`src/rv32_core_pkg.sv`:
```
package rv32_core_pkg;

    localparam int XLEN      = 32;
    localparam int REG_COUNT = 32;
    localparam int MEM_WORDS = 256;  // 1 KiB, byte addresses 0 to 1023

    typedef logic [XLEN-1:0]              word_t;
    typedef logic [$clog2(REG_COUNT)-1:0] reg_addr_t;
    typedef logic [$clog2(MEM_WORDS)-1:0] mem_index_t;
    typedef logic [3:0]                   alu_op_t;

    localparam word_t EXIT_PC = 32'h0000_0100;

    // Major opcodes
    localparam logic [6:0] OPC_LOAD   = 7'b0000011;
    localparam logic [6:0] OPC_STORE  = 7'b0100011;
    localparam logic [6:0] OPC_OP     = 7'b0110011;
    localparam logic [6:0] OPC_OP_IMM = 7'b0010011;
    localparam logic [6:0] OPC_BRANCH = 7'b1100011;

    localparam logic [2:0] F3_LW      = 3'b010;
    localparam logic [2:0] F3_SW      = 3'b010;
    localparam logic [2:0] F3_ADD_SUB = 3'b000;
    localparam logic [2:0] F3_SLL     = 3'b001;
    localparam logic [2:0] F3_SLT     = 3'b010;
    localparam logic [2:0] F3_SLTU    = 3'b011;
    localparam logic [2:0] F3_XOR     = 3'b100;
    localparam logic [2:0] F3_SRL_SRA = 3'b101;
    localparam logic [2:0] F3_OR      = 3'b110;
    localparam logic [2:0] F3_AND     = 3'b111;
    localparam logic [2:0] F3_BEQ     = 3'b000;
    localparam logic [2:0] F3_BNE     = 3'b001;
    localparam logic [2:0] F3_BLT     = 3'b100;
    localparam logic [2:0] F3_BGE     = 3'b101;
    localparam logic [2:0] F3_BLTU    = 3'b110;
    localparam logic [2:0] F3_BGEU    = 3'b111;

    localparam logic [6:0] F7_BASE = 7'b0000000;
    localparam logic [6:0] F7_ALT  = 7'b0100000;  // sub, sra, srai

    // ALU_ADD is zero so an all-zero ctrl is a harmless no-op
    localparam alu_op_t ALU_ADD  = 4'd0;
    localparam alu_op_t ALU_SUB  = 4'd1;
    localparam alu_op_t ALU_AND  = 4'd2;
    localparam alu_op_t ALU_OR   = 4'd3;
    localparam alu_op_t ALU_XOR  = 4'd4;
    localparam alu_op_t ALU_SLL  = 4'd5;
    localparam alu_op_t ALU_SRL  = 4'd6;
    localparam alu_op_t ALU_SRA  = 4'd7;
    localparam alu_op_t ALU_SLT  = 4'd8;
    localparam alu_op_t ALU_SLTU = 4'd9;
    localparam alu_op_t BR_EQ    = 4'd10;
    localparam alu_op_t BR_NE    = 4'd11;
    localparam alu_op_t BR_LT    = 4'd12;
    localparam alu_op_t BR_GE    = 4'd13;
    localparam alu_op_t BR_LTU   = 4'd14;
    localparam alu_op_t BR_GEU   = 4'd15;

    typedef struct packed {
        alu_op_t alu_op;
        logic    use_imm;    // Operand b from immediate
        logic    is_branch;
        logic    mem_wen;
        logic    rf_wen;
        logic    wb_mem;     // Writeback the loaded word
    } ctrl_t;

    typedef struct packed {
        reg_addr_t rs1;
        reg_addr_t rs2;
        reg_addr_t rd;
        word_t     imm;
        ctrl_t     ctrl;
    } dec_t;

    typedef struct packed {
        word_t addr;
        word_t wdata;
        logic  wen;
    } dmem_req_t;

endpackage

```
`src/rv32_decoder.sv`:
```
`timescale 1ns/1ps

module rv32_decoder (
    input  rv32_core_pkg::word_t inst_i,
    output rv32_core_pkg::dec_t  dec_o
);

    logic [6:0]           opcode;
    logic [2:0]           funct3;
    logic [6:0]           funct7;
    rv32_core_pkg::word_t imm_i;
    rv32_core_pkg::word_t imm_s;
    rv32_core_pkg::word_t imm_b;
    rv32_core_pkg::word_t imm;
    rv32_core_pkg::ctrl_t ctrl;

    assign opcode = inst_i[6:0];
    assign funct3 = inst_i[14:12];
    assign funct7 = inst_i[31:25];

    assign imm_i = {{20{inst_i[31]}}, inst_i[31:20]};
    assign imm_s = {{20{inst_i[31]}}, inst_i[31:25], inst_i[11:7]};
    assign imm_b = {{19{inst_i[31]}}, inst_i[31], inst_i[7], inst_i[30:25],
                    inst_i[11:8], 1'b0};

    always_comb begin
        case (opcode)
            rv32_core_pkg::OPC_LOAD,
            rv32_core_pkg::OPC_OP_IMM: imm = imm_i;
            rv32_core_pkg::OPC_STORE:  imm = imm_s;
            rv32_core_pkg::OPC_BRANCH: imm = imm_b;
            default:                   imm = '0;
        endcase
    end

    always_comb begin
        ctrl = '0;
        case (opcode)
            rv32_core_pkg::OPC_LOAD: begin
                if (funct3 == rv32_core_pkg::F3_LW) begin
                    ctrl.alu_op  = rv32_core_pkg::ALU_ADD;
                    ctrl.use_imm = 1'b1;
                    ctrl.rf_wen  = 1'b1;
                    ctrl.wb_mem  = 1'b1;
                end
            end
            rv32_core_pkg::OPC_STORE: begin
                if (funct3 == rv32_core_pkg::F3_SW) begin
                    ctrl.alu_op  = rv32_core_pkg::ALU_ADD;
                    ctrl.use_imm = 1'b1;
                    ctrl.mem_wen = 1'b1;
                end
            end
            rv32_core_pkg::OPC_OP: begin
                ctrl.rf_wen = 1'b1;
                case ({funct7, funct3})
                    {rv32_core_pkg::F7_BASE, rv32_core_pkg::F3_ADD_SUB}:
                        ctrl.alu_op = rv32_core_pkg::ALU_ADD;
                    {rv32_core_pkg::F7_ALT, rv32_core_pkg::F3_ADD_SUB}:
                        ctrl.alu_op = rv32_core_pkg::ALU_SUB;
                    {rv32_core_pkg::F7_BASE, rv32_core_pkg::F3_SLL}:
                        ctrl.alu_op = rv32_core_pkg::ALU_SLL;
                    {rv32_core_pkg::F7_BASE, rv32_core_pkg::F3_SLT}:
                        ctrl.alu_op = rv32_core_pkg::ALU_SLT;
                    {rv32_core_pkg::F7_BASE, rv32_core_pkg::F3_SLTU}:
                        ctrl.alu_op = rv32_core_pkg::ALU_SLTU;
                    {rv32_core_pkg::F7_BASE, rv32_core_pkg::F3_XOR}:
                        ctrl.alu_op = rv32_core_pkg::ALU_XOR;
                    {rv32_core_pkg::F7_BASE, rv32_core_pkg::F3_SRL_SRA}:
                        ctrl.alu_op = rv32_core_pkg::ALU_SRL;
                    {rv32_core_pkg::F7_ALT, rv32_core_pkg::F3_SRL_SRA}:
                        ctrl.alu_op = rv32_core_pkg::ALU_SRA;
                    {rv32_core_pkg::F7_BASE, rv32_core_pkg::F3_OR}:
                        ctrl.alu_op = rv32_core_pkg::ALU_OR;
                    {rv32_core_pkg::F7_BASE, rv32_core_pkg::F3_AND}:
                        ctrl.alu_op = rv32_core_pkg::ALU_AND;
                    default: ctrl.rf_wen = 1'b0;  // Unknown funct7
                endcase
            end
            rv32_core_pkg::OPC_OP_IMM: begin
                ctrl.use_imm = 1'b1;
                ctrl.rf_wen  = 1'b1;
                case (funct3)
                    rv32_core_pkg::F3_ADD_SUB: ctrl.alu_op = rv32_core_pkg::ALU_ADD;
                    rv32_core_pkg::F3_SLT:     ctrl.alu_op = rv32_core_pkg::ALU_SLT;
                    rv32_core_pkg::F3_SLTU:    ctrl.alu_op = rv32_core_pkg::ALU_SLTU;
                    rv32_core_pkg::F3_XOR:     ctrl.alu_op = rv32_core_pkg::ALU_XOR;
                    rv32_core_pkg::F3_OR:      ctrl.alu_op = rv32_core_pkg::ALU_OR;
                    rv32_core_pkg::F3_AND:     ctrl.alu_op = rv32_core_pkg::ALU_AND;
                    rv32_core_pkg::F3_SLL: begin
                        ctrl.alu_op = rv32_core_pkg::ALU_SLL;
                        ctrl.rf_wen = (funct7 == rv32_core_pkg::F7_BASE);
                    end
                    default: begin
                        // srli or srai, picked by funct7
                        if (funct7 == rv32_core_pkg::F7_ALT) begin
                            ctrl.alu_op = rv32_core_pkg::ALU_SRA;
                        end else begin
                            ctrl.alu_op = rv32_core_pkg::ALU_SRL;
                            ctrl.rf_wen = (funct7 == rv32_core_pkg::F7_BASE);
                        end
                    end
                endcase
            end
            rv32_core_pkg::OPC_BRANCH: begin
                ctrl.is_branch = 1'b1;
                case (funct3)
                    rv32_core_pkg::F3_BEQ:  ctrl.alu_op = rv32_core_pkg::BR_EQ;
                    rv32_core_pkg::F3_BNE:  ctrl.alu_op = rv32_core_pkg::BR_NE;
                    rv32_core_pkg::F3_BLT:  ctrl.alu_op = rv32_core_pkg::BR_LT;
                    rv32_core_pkg::F3_BGE:  ctrl.alu_op = rv32_core_pkg::BR_GE;
                    rv32_core_pkg::F3_BLTU: ctrl.alu_op = rv32_core_pkg::BR_LTU;
                    rv32_core_pkg::F3_BGEU: ctrl.alu_op = rv32_core_pkg::BR_GEU;
                    default:                ctrl.is_branch = 1'b0;
                endcase
            end
            default: ctrl = '0;
        endcase
    end

    assign dec_o.rs1  = inst_i[19:15];
    assign dec_o.rs2  = inst_i[24:20];
    assign dec_o.rd   = inst_i[11:7];
    assign dec_o.imm  = imm;
    assign dec_o.ctrl = ctrl;

endmodule

```
`src/rv32_regfile.sv`:
```
`timescale 1ns/1ps

module rv32_regfile (
    input  logic                     clk,
    input  logic                     rst_n,
    input  rv32_core_pkg::reg_addr_t rs1_i,
    input  rv32_core_pkg::reg_addr_t rs2_i,
    output rv32_core_pkg::word_t     rs1_data_o,
    output rv32_core_pkg::word_t     rs2_data_o,
    input  rv32_core_pkg::reg_addr_t rd_i,
    input  rv32_core_pkg::word_t     rd_data_i,
    input  logic                     wen_i
);

    rv32_core_pkg::word_t regs [rv32_core_pkg::REG_COUNT];

    always_ff @(posedge clk) begin
        if (!rst_n) begin
            for (int i = 0; i < rv32_core_pkg::REG_COUNT; i++) begin
                regs[i] <= '0;
            end
        end else if (wen_i && (rd_i != '0)) begin
            regs[rd_i] <= rd_data_i;
        end
    end

    // x0 reads as zero
    assign rs1_data_o = (rs1_i == '0) ? '0 : regs[rs1_i];
    assign rs2_data_o = (rs2_i == '0) ? '0 : regs[rs2_i];

endmodule

```
`src/rv32_alu.sv`:
```
`timescale 1ns/1ps

module rv32_alu (
    input  rv32_core_pkg::alu_op_t op_i,
    input  rv32_core_pkg::word_t   a_i,
    input  rv32_core_pkg::word_t   b_i,
    output rv32_core_pkg::word_t   result_o,
    output logic                   cond_o
);

    logic [4:0] shamt;
    logic       eq;
    logic       lt_s;
    logic       lt_u;

    assign shamt = b_i[4:0];
    assign eq    = (a_i == b_i);
    assign lt_s  = ($signed(a_i) < $signed(b_i));
    assign lt_u  = (a_i < b_i);

    always_comb begin
        result_o = '0;
        cond_o   = 1'b0;
        case (op_i)
            rv32_core_pkg::ALU_ADD:  result_o = a_i + b_i;  // Also load/store address
            rv32_core_pkg::ALU_SUB:  result_o = a_i - b_i;
            rv32_core_pkg::ALU_AND:  result_o = a_i & b_i;
            rv32_core_pkg::ALU_OR:   result_o = a_i | b_i;
            rv32_core_pkg::ALU_XOR:  result_o = a_i ^ b_i;
            rv32_core_pkg::ALU_SLL:  result_o = a_i << shamt;
            rv32_core_pkg::ALU_SRL:  result_o = a_i >> shamt;
            rv32_core_pkg::ALU_SRA:  result_o = $signed(a_i) >>> shamt;
            rv32_core_pkg::ALU_SLT:  result_o = {31'b0, lt_s};
            rv32_core_pkg::ALU_SLTU: result_o = {31'b0, lt_u};
            rv32_core_pkg::BR_EQ:    cond_o = eq;
            rv32_core_pkg::BR_NE:    cond_o = !eq;
            rv32_core_pkg::BR_LT:    cond_o = lt_s;
            rv32_core_pkg::BR_GE:    cond_o = !lt_s;
            rv32_core_pkg::BR_LTU:   cond_o = lt_u;
            rv32_core_pkg::BR_GEU:   cond_o = !lt_u;
            default:                 result_o = '0;
        endcase
    end

endmodule

```
`src/rv32_core.sv`:
```
`timescale 1ns/1ps

module rv32_core (
    input  logic                     clk,
    input  logic                     rst_n,
    output rv32_core_pkg::word_t     imem_addr_o,
    input  rv32_core_pkg::word_t     imem_rdata_i,
    output rv32_core_pkg::dmem_req_t dmem_req_o,
    input  rv32_core_pkg::word_t     dmem_rdata_i,
    output logic                     halt_o
);

    rv32_core_pkg::word_t pc;
    rv32_core_pkg::word_t pc_plus4;
    rv32_core_pkg::word_t br_target;
    rv32_core_pkg::word_t pc_next;
    rv32_core_pkg::dec_t  dec;
    rv32_core_pkg::word_t rs1_data;
    rv32_core_pkg::word_t rs2_data;
    rv32_core_pkg::word_t op_b;
    rv32_core_pkg::word_t alu_result;
    rv32_core_pkg::word_t wb_data;
    logic                 alu_cond;
    logic                 commit;
    logic                 rf_wen;

    rv32_decoder i_decoder (
        .inst_i (imem_rdata_i),
        .dec_o  (dec)
    );

    rv32_regfile i_regfile (
        .clk        (clk),
        .rst_n      (rst_n),
        .rs1_i      (dec.rs1),
        .rs2_i      (dec.rs2),
        .rs1_data_o (rs1_data),
        .rs2_data_o (rs2_data),
        .rd_i       (dec.rd),
        .rd_data_i  (wb_data),
        .wen_i      (rf_wen)
    );

    rv32_alu i_alu (
        .op_i     (dec.ctrl.alu_op),
        .a_i      (rs1_data),
        .b_i      (op_b),
        .result_o (alu_result),
        .cond_o   (alu_cond)
    );

    assign halt_o = (pc == rv32_core_pkg::EXIT_PC);
    assign commit = rst_n && !halt_o;  // No state change in reset or halt

    assign op_b    = dec.ctrl.use_imm ? dec.imm : rs2_data;
    assign wb_data = dec.ctrl.wb_mem ? dmem_rdata_i : alu_result;
    assign rf_wen  = dec.ctrl.rf_wen && commit;

    assign pc_plus4  = pc + 32'd4;
    assign br_target = pc + dec.imm;
    assign pc_next   = (dec.ctrl.is_branch && alu_cond) ? br_target : pc_plus4;

    always_ff @(posedge clk) begin
        if (!rst_n) begin
            pc <= '0;
        end else if (!halt_o) begin
            pc <= pc_next;
        end
    end

    assign imem_addr_o = pc;

    // Data port, address from the ALU sum
    assign dmem_req_o.addr  = alu_result;
    assign dmem_req_o.wdata = rs2_data;
    assign dmem_req_o.wen   = dec.ctrl.mem_wen && commit;

endmodule

```
`config.mk`:
```
export PLATFORM = sky130hd
export DESIGN_NAME = rv32_core
export DESIGN_NICKNAME = d
export VERILOG_FILES = /design/src/rv32_core_pkg.sv /design/src/rv32_decoder.sv /design/src/rv32_regfile.sv /design/src/rv32_alu.sv /design/src/rv32_core.sv
export SDC_FILE = /design/constraint.sdc
export NUM_CORES = 2
export LEC_CHECK = 0
export ABC_AREA = 1
export BUFFER_PORTS_ARGS = -buffer_cell sky130_fd_sc_hd__buf_2
export CAP_MARGIN = 20
export CORE_MARGIN = 2
export CORE_UTILIZATION = 41
export DETAILED_ROUTE_END_ITERATION = 7
export PLACE_DENSITY_LB_ADDON = 0.08
export SETUP_SLACK_MARGIN = 0.5
export SYNTH_ARGS = -nofsm -noshare
export SYNTH_HDL_FRONTEND = slang
export SYNTH_SLANG_ARGS = --single-unit
export TNS_END_PERCENT = 20
```
`constraint.sdc`:
```
create_clock -name clk -period 19.6 [get_ports clk]
set_input_delay 3.92 -clock clk [delete_from_list [all_inputs] [get_ports clk]]
set_output_delay 3.92 -clock clk [all_outputs]
set_load 0.005 [all_outputs]
```
==> impl_metrics.yaml <==
outcome:
  outcome: "complete, no violations"
min_path:
  holdPathEnd: "imem_addr_o[16]"
  hold_depth: 2
  hold_class: "reg2reg"
  min_from: "imem_addr_o[16]"
timing:
  fmax_mhz: 65.0
  finalMaxSlewViolations: 0
  period_share: 0.785
  setup_viol_count_final: 0
  fin_tns_setup_ns: 0
  relSlewSlack: 0.265
  fin_skew_ns: 0.0945
  hold_ws_ns: 0.603
  tightest_slew_ns: 1.10
  fin_crit_ns: 15.38
  rsz0062_at_grt: "false"
  finalHoldViolations: 0
routing:
  vias_per_cell: 6.19
  wl_per_cell_um: 28.9
  drc_errors: 0
  detail-route-antenna-nets: 0
  drt-initial-drc-count: 9055
  vias: 67817
  drtPass1Iterations: 6
  drt-total-wl_mm: 316
synth:
  yosysUniqueCellTypes: 65
  synthAdderAreaFrac: 0.0217
  synthSimpleGateAreaFrac: 0.265
  yosysWarningCount: 0
  syn_area_per_cell_um2: 7.72
  ys_async_sr_fraction: 0
  synth-seq-cells: 1056
  synth-xor-area-share: 0.0106
  ys_seq_area_frac: 0.457
  synth_compound_area_frac: 0.168
  synth_edf_count: 1024
  synth_top_family_by_area: "simple AND/OR/NAND/NOR gates"
  synth-main-ff-cell: "edfxtp_1"
  syn_area_um2: 68700
  muxShareOfSynthArea: 0.00467
  synthCells: 8895
clocking:
  numCtsBuffers: 121
  htreeDepth: 3
  ctsHoldBuffers: 0
  cts_resized: 0
  cts_tree: "done"
  clkTransAtPathRegs_ns: 0.06
  clock_latency_ns: 0.82
  clock-sinks: 1056
  clock_path_buffers: 3
  cts_setup_buffers: 0
  cts-root-buf: "clkbuf_16"
power:
  power.share.clock: 0.335
  p_sw_w: 0.00251
  peakVddDrop_mv: 0.0931
  pwr-share-comb: 0.283
  power_density_nw_per_um2: 90.7
  p_int_w: 0.00424
  p_leak_nw: 29.2
  power.total_w: 0.00675
  p_sw_frac: 0.372
  seqPwrFrac: 0.382
die:
  core_area_um2: 167000
  die_w_um: 413
  die_h_um: 413
  dieArea_um2: 171000
  initial_core_util: 0.412
  ios: 164
  num_rows: 150
worst_setup_path:
  critPathArrivalTime_ns: 11.46
  r2r-start: "i_regfile.regs[24][2]"
  cp_data_required_time_ns: 15.68
  crit_slowest_cell: "o21ai_0"
  crit_family: "simple AND/OR/NAND/NOR gates"
  reg2reg_to: "i_regfile.regs[3][31]"
  critPathKind: "in2out"
  cp_max_fo: 254
  regToRegSetupSlack_ns: 12.22
  end_kind: "output port"
  r2r_cells: 28
  crit_buf_inv: 6
  critPathMaxStageDelay_ns: 0.76
  startpoint_type: "input pin"
final_layout:
  seq_area_um2: 31400
  area_growth_pct: 8.37
  final_cell_mix: "nor2_1, nand2_1, o21ai_0"
  antenna_cells: 0
  final_util: 0.446
  multiInputGateArea_um2: 32500
  stdcell_count: 10960
  drive_gt1_frac: 0.0790
  final_nets: 8838
  nFillCells: 16645
  mostFrequentLayoutCell: "nor2_1"
placement:
  place_hpwl_mm: 196
  place_inst: 10734
  numPortBuffers: 163
  place.gp.congestion: 1.04
global_route:
  grt_pass1_vias: 63620
  antenna_found_initial: 7
  globalRouteOverflowTotal: 0
  grt_start_max_net_pins: 255
  grt_usage: 0.361
  grt_pass1_wl_mm: 452
run:
  cap_violations: 0
worst min-delay path: stages (launching register included):
cell and delay (ns):
dfxtp_1 0.39, nand2_1 0.10, a31oi_1 0.07
worst max-delay path by stage:
stage	start	end	slack [ns]	depth (start not counted)
after CTS	imem_rdata_i[20]	dmem_req_o[64]	4.52	24
after floorplan	imem_rdata_i[20]	dmem_req_o[33]	7.65	29
after global routing	imem_rdata_i[20]	dmem_req_o[64]	3.89	24
after global placement	imem_rdata_i[20]	dmem_req_o[64]	4.52	24
final	imem_rdata_i[20]	dmem_req_o[64]	4.22	28
after detailed placement	imem_rdata_i[20]	dmem_req_o[64]	4.53	24
power groups by stage:
stage          sequential, W  combinational [W]  clock (W)
4_1_cts              0.00258            0.00187    0.00228
5_1_grt              0.00259            0.00202    0.00236
6_report             0.00258            0.00191    0.00226
3_3_place_gp         0.00263            0.00186          0
3_5_place_dp         0.00263            0.00186          0
2_1_floorplan        0.00262            0.00116          0
metal layers:
layer  GRT usage  share of wire  wire length, um
met5           0       0.000076               24
met4       0.202          0.064            20200
met3      0.0528          0.096            30300
met2       0.551           0.44           138000
met1       0.491           0.40           128000
flip-flops by register name, summed over array words and instances, names as in the netlist:
register        flops
imem_addr_o        32
i_regfile.regs   1024
cells in the mapped netlist, types with 35 or more instances:
library cell / n / area, um^2
clkbuf_1: 372 / 1400
inv_1: 386 / 1450
o22ai_1: 60 / 375
o21ai_0: 1105 / 5530
nor2_1: 2222 / 8340
buf_4: 90 / 676
nand2_1: 1230 / 4620
edfxtp_1: 1024 / 30700
nand4_1: 49 / 307
or2_2: 50 / 313
a21oi_1: 409 / 2050
o21ai_1: 35 / 175
nor3_1: 52 / 260
buf_2: 223 / 1120
xor2_1: 66 / 578
o211ai_1: 152 / 1140
ha_1: 114 / 1430
o221ai_1: 186 / 1630
nand3_1: 762 / 3810
final cells by class:
| type | count | share of cell area |
|---|---|---|
| clock buffer | 156 | 0.0427 |
| clock inverter | 68 | 0.00893 |
| inverter | 423 | 0.0221 |
| multi-input combinational | 6720 | 0.437 |
| sequential | 1056 | 0.422 |
| tap | 2204 | 0.0371 |
| timing repair buffer | 333 | 0.0301 |
metrics by stage:
stage	cell area (um^2)	setup WS (ns)
6_report	74400	4.22
3_3_place_gp	70500	4.52
2_1_floorplan	68800	7.65
5_1_grt	74400	3.89
4_1_cts	74400	4.52
3_5_place_dp	70500	4.53
cell families (layout without fill, tap and decap cells):
family                   Yosys count  in the layout
other                              1             32
flip-flops                      1056           1056
AO/OA/AOI/OAI                   2021           2021
adder cells (fa/ha/maj)          117            117
XOR/XNOR                          82             82
buffers and inverters           1150            980
multiplexers                      32             32
AND/OR/NAND/NOR                 4436           4436
(Power assumes the default switching activity.)
